### config.mk
export PLATFORM = sky130hd
export DESIGN_NAME = leaf_i5o4
export DESIGN_NICKNAME = d
export VERILOG_FILES = /design/src/bft_pkg.sv /design/src/leaf_pkg.sv /design/src/leaf_config.sv /design/src/leaf_rx.sv /design/src/leaf_tx.sv /design/src/user_kernel.sv /design/src/leaf_i5o4.sv
export SDC_FILE = /design/constraint.sdc
export NUM_CORES = 1
export LEC_CHECK = 0
export BUFFER_PORTS_ARGS = -buffer_cell sky130_fd_sc_hd__buf_2
export CAP_MARGIN = 20
export CORE_ASPECT_RATIO = 1.75
export CORE_UTILIZATION = 50
export DETAILED_ROUTE_END_ITERATION = 8
export HOLD_SLACK_MARGIN = 0.12
export PLACE_DENSITY = 0.69
export SETUP_SLACK_MARGIN = 0.4
export SYNTH_ARGS = -nofsm -noshare
export SYNTH_HDL_FRONTEND = slang
export SYNTH_SLANG_ARGS = --single-unit
### constraint.sdc
create_clock -name clk -period 1.2 [get_ports clk]
set_clock_uncertainty 0.1 [all_clocks]
set_input_delay 0.18 -clock clk [delete_from_list [all_inputs] [get_ports clk]]
set_output_delay 0.18 -clock clk [all_outputs]
set_load 0.02 [all_outputs]
### src/bft_pkg.sv
`default_nettype none

package bft_pkg;

    // Packet geometry on the fat-tree links.
    localparam int PACKET_BITS  = 49;
    localparam int PAYLOAD_BITS = 32;
    localparam int LEAF_BITS    = 5;
    localparam int PORT_BITS    = 4;
    localparam int ADDR_BITS    = 7;

    localparam int CFG_PAD_BITS = PAYLOAD_BITS - LEAF_BITS - PORT_BITS;

    // Data view, vld is the top bit.
    typedef struct packed {
        logic                    vld;
        logic [LEAF_BITS-1:0]    leaf;
        logic [PORT_BITS-1:0]    port;
        logic [ADDR_BITS-1:0]    addr;
        logic [PAYLOAD_BITS-1:0] payload;
    } packet_t;

    // Configuration view of the same word, used on port 0.
    typedef struct packed {
        logic                    vld;
        logic [LEAF_BITS-1:0]    leaf;
        logic [PORT_BITS-1:0]    port;
        logic [ADDR_BITS-1:0]    addr;   // Selects the routing entry.
        logic [CFG_PAD_BITS-1:0] pad;
        logic [LEAF_BITS-1:0]    route_leaf;
        logic [PORT_BITS-1:0]    route_port;
    } cfg_packet_t;

    typedef union packed {
        packet_t     pkt;
        cfg_packet_t cfg;
    } packet_word_u;

endpackage

`default_nettype wire

### src/leaf_pkg.sv
`default_nettype none

package leaf_pkg;

    import bft_pkg::*;

    // User-side stream counts.
    localparam int NUM_IN  = 5;
    localparam int NUM_OUT = 4;

    // One user word with its valid flag.
    typedef struct packed {
        logic                    vld;
        logic [PAYLOAD_BITS-1:0] data;
    } stream_t;

    // Destination of one output stream.
    typedef struct packed {
        logic [LEAF_BITS-1:0] leaf;
        logic [PORT_BITS-1:0] port;
    } route_t;

endpackage

`default_nettype wire

### src/leaf_config.sv
`timescale 1ns/1ns
`default_nettype none

module leaf_config
    import leaf_pkg::*;
(
    input  logic       clk,
    input  logic       rst_n,
    input  logic       cfg_wr,
    input  logic [1:0] cfg_sel,
    input  route_t     cfg_route,
    input  logic       ap_start,
    output route_t     routes [NUM_OUT],
    output logic       kernel_rst_n
);

    logic [NUM_OUT-1:0] route_we;

    // One write enable per routing entry.
    always_comb begin
        route_we = '0;
        if (cfg_wr) begin
            route_we[cfg_sel] = 1'b1;
        end
    end

    for (genvar i = 0; i < NUM_OUT; i++) begin : g_route
        always_ff @(posedge clk or negedge rst_n) begin
            if (!rst_n) begin
                routes[i] <= '0;
            end else if (route_we[i]) begin
                routes[i] <= cfg_route;
            end
        end
    end

    // Kernel stays in reset until the first ap_start.
    always_ff @(posedge clk or negedge rst_n) begin
        if (!rst_n) begin
            kernel_rst_n <= 1'b0;
        end else if (ap_start) begin
            kernel_rst_n <= 1'b1;   // Sticky until rst_n.
        end
    end

endmodule

`default_nettype wire

### src/leaf_rx.sv
`timescale 1ns/1ns
`default_nettype none

module leaf_rx
    import bft_pkg::*;
    import leaf_pkg::*;
#(
    parameter logic [LEAF_BITS-1:0] LEAF_ID    = '0,
    parameter int                   FIFO_DEPTH = 4
) (
    input  logic              clk,
    input  logic              rst_n,
    input  packet_word_u      din,
    output logic              cfg_wr,
    output logic [1:0]        cfg_sel,
    output route_t            cfg_route,
    output stream_t           to_user [NUM_IN],
    input  logic [NUM_IN-1:0] ack_from_user
);

    localparam int AW = (FIFO_DEPTH > 1) ? $clog2(FIFO_DEPTH) : 1;
    localparam int CW = $clog2(FIFO_DEPTH + 1);

    packet_word_u din_q;
    logic         din_vld_q;
    logic         hit;

    always_ff @(posedge clk or negedge rst_n) begin
        if (!rst_n) begin
            din_vld_q <= 1'b0;
        end else begin
            din_vld_q <= din.pkt.vld;
        end
    end

    always_ff @(posedge clk) begin
        din_q <= din;
    end

    assign hit = din_vld_q && (din_q.pkt.leaf == LEAF_ID);

    // Port 0 is a routing-table write.
    assign cfg_wr    = hit && (din_q.cfg.port == '0);
    assign cfg_sel   = din_q.cfg.addr[1:0];
    assign cfg_route = '{leaf: din_q.cfg.route_leaf, port: din_q.cfg.route_port};

    // Ports 1 to 5 each own a small FIFO.
    for (genvar i = 0; i < NUM_IN; i++) begin : g_fifo
        logic [PAYLOAD_BITS-1:0] mem [FIFO_DEPTH];
        logic [AW-1:0]           wr_ptr;
        logic [AW-1:0]           rd_ptr;
        logic [CW-1:0]           count;
        logic                    push;
        logic                    pop;

        assign push = hit && (din_q.pkt.port == PORT_BITS'(i + 1))
                      && (count != CW'(FIFO_DEPTH));   // Full FIFO drops the word.
        assign pop  = (count != '0) && ack_from_user[i];

        always_ff @(posedge clk) begin
            if (push) begin
                mem[wr_ptr] <= din_q.pkt.payload;
            end
        end

        always_ff @(posedge clk or negedge rst_n) begin
            if (!rst_n) begin
                wr_ptr <= '0;
                rd_ptr <= '0;
                count  <= '0;
            end else begin
                if (push) begin
                    wr_ptr <= (wr_ptr == AW'(FIFO_DEPTH - 1)) ? '0 : wr_ptr + 1'b1;
                end
                if (pop) begin
                    rd_ptr <= (rd_ptr == AW'(FIFO_DEPTH - 1)) ? '0 : rd_ptr + 1'b1;
                end
                case ({push, pop})
                    2'b10:   count <= count + 1'b1;
                    2'b01:   count <= count - 1'b1;
                    default: count <= count;
                endcase
            end
        end

        assign to_user[i] = '{vld: (count != '0), data: mem[rd_ptr]};
    end

endmodule

`default_nettype wire

### src/leaf_tx.sv
`timescale 1ns/1ns
`default_nettype none

module leaf_tx
    import bft_pkg::*;
    import leaf_pkg::*;
(
    input  logic               clk,
    input  logic               rst_n,
    input  stream_t            from_user [NUM_OUT],
    output logic [NUM_OUT-1:0] ack_to_user,
    input  route_t             routes [NUM_OUT],
    input  logic               resend,
    output packet_t            dout
);

    localparam int SW = $clog2(NUM_OUT);

    logic [SW-1:0] last_q;
    logic [SW-1:0] pick;
    logic          found;
    packet_t       pkt;
    packet_t       dout_q;

    // Round-robin search, starting just after the last grant.
    always_comb begin
        logic [SW-1:0] idx;
        found = 1'b0;
        pick  = last_q;
        for (int off = 1; off <= NUM_OUT; off++) begin
            idx = last_q + SW'(off);
            if (!found && from_user[idx].vld) begin
                found = 1'b1;
                pick  = idx;
            end
        end
    end

    // No grant while the network asks for a resend.
    assign ack_to_user = (found && !resend) ? (NUM_OUT'(1) << pick) : '0;

    always_comb begin
        pkt.vld     = 1'b1;
        pkt.leaf    = routes[pick].leaf;
        pkt.port    = routes[pick].port;
        pkt.addr    = ADDR_BITS'(pick) + 1'b1;   // Streams are numbered from 1.
        pkt.payload = from_user[pick].data;
    end

    always_ff @(posedge clk or negedge rst_n) begin
        if (!rst_n) begin
            dout_q <= '0;
            last_q <= SW'(NUM_OUT - 1);   // Stream 1 wins first.
        end else if (!resend) begin
            dout_q <= found ? pkt : '0;
            if (found) begin
                last_q <= pick;
            end
        end
    end

    // Held packet is presented again when resend falls.
    assign dout = resend ? '0 : dout_q;

endmodule

`default_nettype wire

### src/user_kernel.sv
`timescale 1ns/1ns
`default_nettype none

module user_kernel
    import bft_pkg::*;
    import leaf_pkg::*;
(
    input  logic               clk,
    input  logic               kernel_rst_n,
    input  stream_t            to_user [NUM_IN],
    output logic [NUM_IN-1:0]  ack_from_user,
    output stream_t            from_user [NUM_OUT],
    input  logic [NUM_OUT-1:0] ack_to_user
);

    localparam int OFS = NUM_IN - 1;   // Stream 5 carries the offset.

    logic                    run_q;
    logic [PAYLOAD_BITS-1:0] offset_q;
    logic [NUM_OUT-1:0]      out_vld_q;
    logic [PAYLOAD_BITS-1:0] out_data_q [NUM_OUT];
    logic [NUM_OUT-1:0]      take;

    // Take a word when the output slot is free or being drained.
    always_comb begin
        for (int k = 0; k < NUM_OUT; k++) begin
            take[k] = run_q && to_user[k].vld && (!out_vld_q[k] || ack_to_user[k]);
        end
    end

    assign ack_from_user = {run_q && to_user[OFS].vld, take};

    always_ff @(posedge clk or negedge kernel_rst_n) begin
        if (!kernel_rst_n) begin
            run_q     <= 1'b0;
            offset_q  <= '0;
            out_vld_q <= '0;
        end else begin
            run_q <= 1'b1;
            if (run_q && to_user[OFS].vld) begin
                offset_q <= to_user[OFS].data;
            end
            for (int k = 0; k < NUM_OUT; k++) begin
                if (take[k]) begin
                    out_vld_q[k] <= 1'b1;
                end else if (ack_to_user[k]) begin
                    out_vld_q[k] <= 1'b0;
                end
            end
        end
    end

    always_ff @(posedge clk) begin
        for (int k = 0; k < NUM_OUT; k++) begin
            if (take[k]) begin
                out_data_q[k] <= to_user[k].data + offset_q;   // Wraps at 32 bits.
            end
        end
    end

    for (genvar k = 0; k < NUM_OUT; k++) begin : g_out
        assign from_user[k] = '{vld: out_vld_q[k], data: out_data_q[k]};
    end

endmodule

`default_nettype wire

### src/leaf_i5o4.sv
`timescale 1ns/1ns
`default_nettype none

module leaf_i5o4
    import bft_pkg::*;
    import leaf_pkg::*;
#(
    parameter logic [LEAF_BITS-1:0] LEAF_ID    = '0,
    parameter int                   FIFO_DEPTH = 4
) (
    input  logic    clk,
    input  logic    rst_n,
    input  packet_t din,
    output packet_t dout,
    input  logic    resend,
    input  logic    ap_start
);

    logic               cfg_wr;
    logic [1:0]         cfg_sel;
    route_t             cfg_route;
    route_t             routes [NUM_OUT];
    logic               kernel_rst_n;
    stream_t            to_user [NUM_IN];
    logic [NUM_IN-1:0]  ack_from_user;
    stream_t            from_user [NUM_OUT];
    logic [NUM_OUT-1:0] ack_to_user;

    leaf_config u_leaf_config (
        .clk          (clk),
        .rst_n        (rst_n),
        .cfg_wr       (cfg_wr),
        .cfg_sel      (cfg_sel),
        .cfg_route    (cfg_route),
        .ap_start     (ap_start),
        .routes       (routes),
        .kernel_rst_n (kernel_rst_n)
    );

    // Network word is decoded in both views inside the receiver.
    leaf_rx #(
        .LEAF_ID    (LEAF_ID),
        .FIFO_DEPTH (FIFO_DEPTH)
    ) u_leaf_rx (
        .clk           (clk),
        .rst_n         (rst_n),
        .din           (din),
        .cfg_wr        (cfg_wr),
        .cfg_sel       (cfg_sel),
        .cfg_route     (cfg_route),
        .to_user       (to_user),
        .ack_from_user (ack_from_user)
    );

    user_kernel u_user_kernel (
        .clk           (clk),
        .kernel_rst_n  (kernel_rst_n),
        .to_user       (to_user),
        .ack_from_user (ack_from_user),
        .from_user     (from_user),
        .ack_to_user   (ack_to_user)
    );

    leaf_tx u_leaf_tx (
        .clk         (clk),
        .rst_n       (rst_n),
        .from_user   (from_user),
        .ack_to_user (ack_to_user),
        .routes      (routes),
        .resend      (resend),
        .dout        (dout)
    );

endmodule

`default_nettype wire

==> results.json <==
{
  "outcome": "finished with violations",
  "violations": "negative hold slack, negative setup slack",
  "syn_inst": 2597,
  "synth_warnings": 0,
  "synthFlopType": "edfxtp_1",
  "p_clk_share_pct": 15.9,
  "reg2reg_to": "u_user_kernel.out_data_q[2][29]",
  "p_switching_mw": 68.1,
  "hpwl_um": 89500,
  "die_w_um": 221,
  "numCtsBuffers": 88,
  "cts_tree": "yes",
  "p_comb_share_pct": 59.0,
  "hold_slack_ns": -0.720,
  "grt.overflow.total": 0,
  "crit_chain": "buf_12 -> buf_12 -> mux4_2 -> ha_4 -> o21ai_4 -> a211oi_4 -> a311oi_2 -> buf_4 -> nand3b_1 -> o21ai_2 -> buf_6 -> o2111ai_4 -> buf_6 -> buf_6 -> a31o_1 -> a21oi_2 -> xnor2_1",
  "cts_root_buffer": "clkbuf_16",
  "swShare_pct": 36.9,
  "antenna_found_initial": 1,
  "yosysTopAreaCell": "edfxtp_1",
  "path_depth": 17,
  "ir_worst_vdd_v": 0.00139,
  "crit_path_end": "u_user_kernel.out_data_q[2][29]",
  "drcViolationCount": 0,
  "synth_cell_types": 87,
  "power_leakage_nw": 21.9,
  "cap_violations": 0,
  "detail_route.iter0.violations": 1992,
  "clk_pin_slew_ns": 0.07,
  "clock-sinks": 968,
  "num_vias": 27400,
  "path_common_cell": "buf_6",
  "worstPathRequired_ns": 1.52,
  "r2r_start": "u_leaf_rx.g_fifo[2].rd_ptr[0]",
  "dieArea_mm2": 0.0852,
  "maxSlewViolCount": 0,
  "p_int_mw": 117,
  "drive_above_1_share_pct": 46.3,
  "grt_max_degree": 62,
  "place_area_mm2": 0.0504,
  "avgSynthCellArea_um2": 16.2,
  "critPathMaxFanout": 7,
  "critPathKind": "register to register",
  "post-route-period-util_pct": 336,
  "nets": 3750,
  "ff2ff_setup_slack_ns": -2.84,
  "firstDrtPassIters": 6,
  "cp-startpoint": "u_leaf_rx.g_fifo[2].rd_ptr[0]",
  "seq_area_frac_synth_pct": 66.3,
  "start_util_pct": 50.5,
  "hold_violations": 82,
  "cts_hold_buf": 50,
  "finalPower_mw": 185,
  "wl_per_cell_um": 27.4,
  "worst_path_max_delay_cell": "mux4_2",
  "setup_viol": 1339,
  "worst-path-buf-inv": 6,
  "ioPinCount": 102,
  "netlist_area_mm2": 0.0420,
  "synth-edff-count": 768,
  "first_global_vias": 29000,
  "slew_headroom_pct": 37.4,
  "clkLatencyLatePin_ns": 0.68,
  "synth-seq-cells": 968,
  "area_delta_synth_final_pct": 37.1,
  "num_rows": 140,
  "power_density_mw_per_mm2": 3210,
  "grt_use_total_pct": 30.0,
  "fmax_ghz": 0.248,
  "reg2reg_depth": 17,
  "grt_first_pass_wirelength_um": 185000,
  "die_y_um": 385,
  "crit_path_start_kind": "register",
  "end_kind": "register",
  "cts-htree-levels": 3,
  "cpPeakStageDelay_ns": 0.54,
  "drtAntennaViolNets": 0,
  "vias_per_cell": 5.87,
  "tightest_slew_ns": 0.938,
  "ys_async_sr_fraction_pct": 16.2,
  "drt-total-wl_um": 128000,
  "cp_top_family": "compound AO/OA/AOI/OAI gates",
  "post-route-min-period_ns": 4.04,
  "ys_top_cells_by_area": "edfxtp_1 55%, dfrtp_1 9.2%, mux4_2 8.6%",
  "seq_power_share_pct": 25.1,
  "io_buffers": 92,
  "crit_arrival_ns": 4.36,
  "n_antenna_cell": 0,
  "post-route-worst-setup-slack_ns": -2.84,
  "fin_area_mm2": 0.0576,
  "rsz0062_at_grt": "yes",
  "clock_path_buffers": 3,
  "synth_top_area_share_pct": 54.9,
  "min_path_type": "input pin to async pin",
  "routabilityCongestion": 0.946,
  "core_mm2": 0.0832
}
[layer usage]
metal	part of all wire [%]	GRT usage (%)	up-vias	wire length [µm]
met5	0	0	-	0
met4	7.4	20.4	0	9490
met3	4.3	3.47	387	5460
met2	54	56.1	977	69700
met1	34	31.6	14100	43400
li1	-	-	12000	-
[worst min-delay path by stage]
stage / from / endpoint / slack [ns]
after floorplan: rst_n / u_leaf_config.kernel_rst_n / -0.22
after global placement: rst_n / u_leaf_rx.din_vld_q / -0.02
after detailed placement: rst_n / u_leaf_rx.din_vld_q / -0.02
after CTS: rst_n / u_leaf_rx.din_vld_q / -0.74
after global routing: rst_n / u_leaf_rx.din_vld_q / -0.72
final: rst_n / u_leaf_rx.din_vld_q / -0.72
[synth_stat cells (all sizes together) (28+ instances only)]
cell type and n:
mux2i 78, a21o 56, dfrtp 155, buf 37, mux4 160, mux2 76, nand2 153, nor2 101
ha 154, o21ai 84, dfxtp 43, nand3 28, inv 65, nor2b 61, clkbuf 52, a32o 34
a21oi 114, xnor2 77, xor2 40, edfxtp 768
[power by group through the flow]
stage / registers (mW) / clock network [mW] / logic [mW]
after floorplan: 45.7 / 0 / 49.8
after global placement: 47.0 / 0 / 82.7
after detailed placement: 47.1 / 0 / 84.6
after CTS: 46.3 / 29.7 / 98.3
after global routing: 46.6 / 30.9 / 115
final: 46.4 / 29.3 / 109
[worst reg2reg max path, stage by stage, from the launching register on]
cell       delay, ns
dfrtp_2         0.40
buf_12          0.14
buf_12          0.14
mux4_2          0.54
ha_4            0.25
o21ai_4         0.24
a211oi_4        0.11
a311oi_2        0.38
buf_4           0.19
nand3b_1        0.10
o21ai_2         0.17
buf_6           0.15
o2111ai_4       0.18
buf_6           0.17
buf_6           0.10
a31o_1          0.19
a21oi_2         0.15
xnor2_1         0.09
[what timing repair did]
item | in CTS | in global routing
gates resized for setup | 279 | 164
pin swaps | 145 | 125
endpoints found under the hold margin | 194 | 128
buffers inserted | 80 | 78
cloned | 3 | 0
endpoints found under the setup margin | 1736 | 1770
[cell families (layout without fill, tap and decap cells)]
family,Yosys count,count (layout),share of synthesized area [%]
buffers and inverters,154,1164,1.45
AOI/OAI and AO/OA,425,425,7.12
xor gates and xnor gates,117,117,2.44
other,2,5,0.0179
adders and majority gates,163,163,5.01
and+or+nand+nor,454,454,5.20
DFF,968,968,66.3
muxes,314,314,12.5
[registers in the layout, summed over array words and instances (netlist names), 10 cells and up]
| signal | cells |
|---|---|
| u_leaf_rx.din_q | 43 |
| u_leaf_config.routes | 36 |
| u_user_kernel.offset_q | 32 |
| u_leaf_tx.dout_q | 45 |
| u_user_kernel.out_data_q | 128 |
| u_leaf_rx.g_fifo.rd_ptr | 10 |
| u_leaf_rx.g_fifo.wr_ptr | 10 |
| u_leaf_rx.g_fifo.mem | 640 |
| u_leaf_rx.g_fifo.count | 15 |
[final cells by class]
class | count | area [µm²]
sequential | 968 | 27900
fill | 5303 | 25600
multi-input combinational | 1478 | 16700
timing repair buffer | 933 | 8470
clock buffer | 125 | 2520
tap | 1065 | 1330
clock inverter | 41 | 477
inverter | 65 | 246
[placed cells by master (no fill, tap or decap), types with 12 or more instances in the layout]
cell / instances
ha_1: 81
buf_4: 593
mux4_2: 160
a21o_1: 56
o21ai_4: 14
buf_2: 90
mux2i_1: 74
a21oi_1: 38
o21ai_0: 25
xor2_1: 37
a21oi_4: 18
nor3_1: 17
mux2_4: 52
o21a_1: 12
dlygate4sd3_1: 50
o21ai_2: 25
nor2_2: 16
o21ai_1: 20
xnor2_1: 64
mux2_2: 22
dfxtp_1: 42
nor2b_1: 52
edfxtp_1: 768
a32o_1: 34
nand2_1: 137
nor2_1: 69
a21oi_2: 58
ha_4: 72
nor2_4: 16
clkbuf_16: 94
and2_4: 17
inv_1: 54
buf_12: 82
dfrtp_1: 144
clkbuf_1: 26
buf_6: 108
nand3_1: 19
[stage by stage]
| step | utilization (%) | instances | TNS, ns | hold WS [ns] | setup WS (ns) |
|---|---|---|---|---|---|
| after floorplan | - | 2600 | -1016.85 | -0.216 | -2.28 |
| after global placement | 60.6 | 4298 | -1181.80 | -0.0206 | -2.91 |
| after detailed placement | 60.6 | 4298 | -1223.84 | -0.0191 | -2.93 |
| after CTS | 67.5 | 4597 | -1232.78 | -0.738 | -2.73 |
| after global routing | 69.2 | 4675 | -1343.72 | -0.716 | -2.92 |
| final | 69.2 | 4675 | -1252.81 | -0.720 | -2.84 |
No activity file was read; power rests on OpenSTA's default activity.
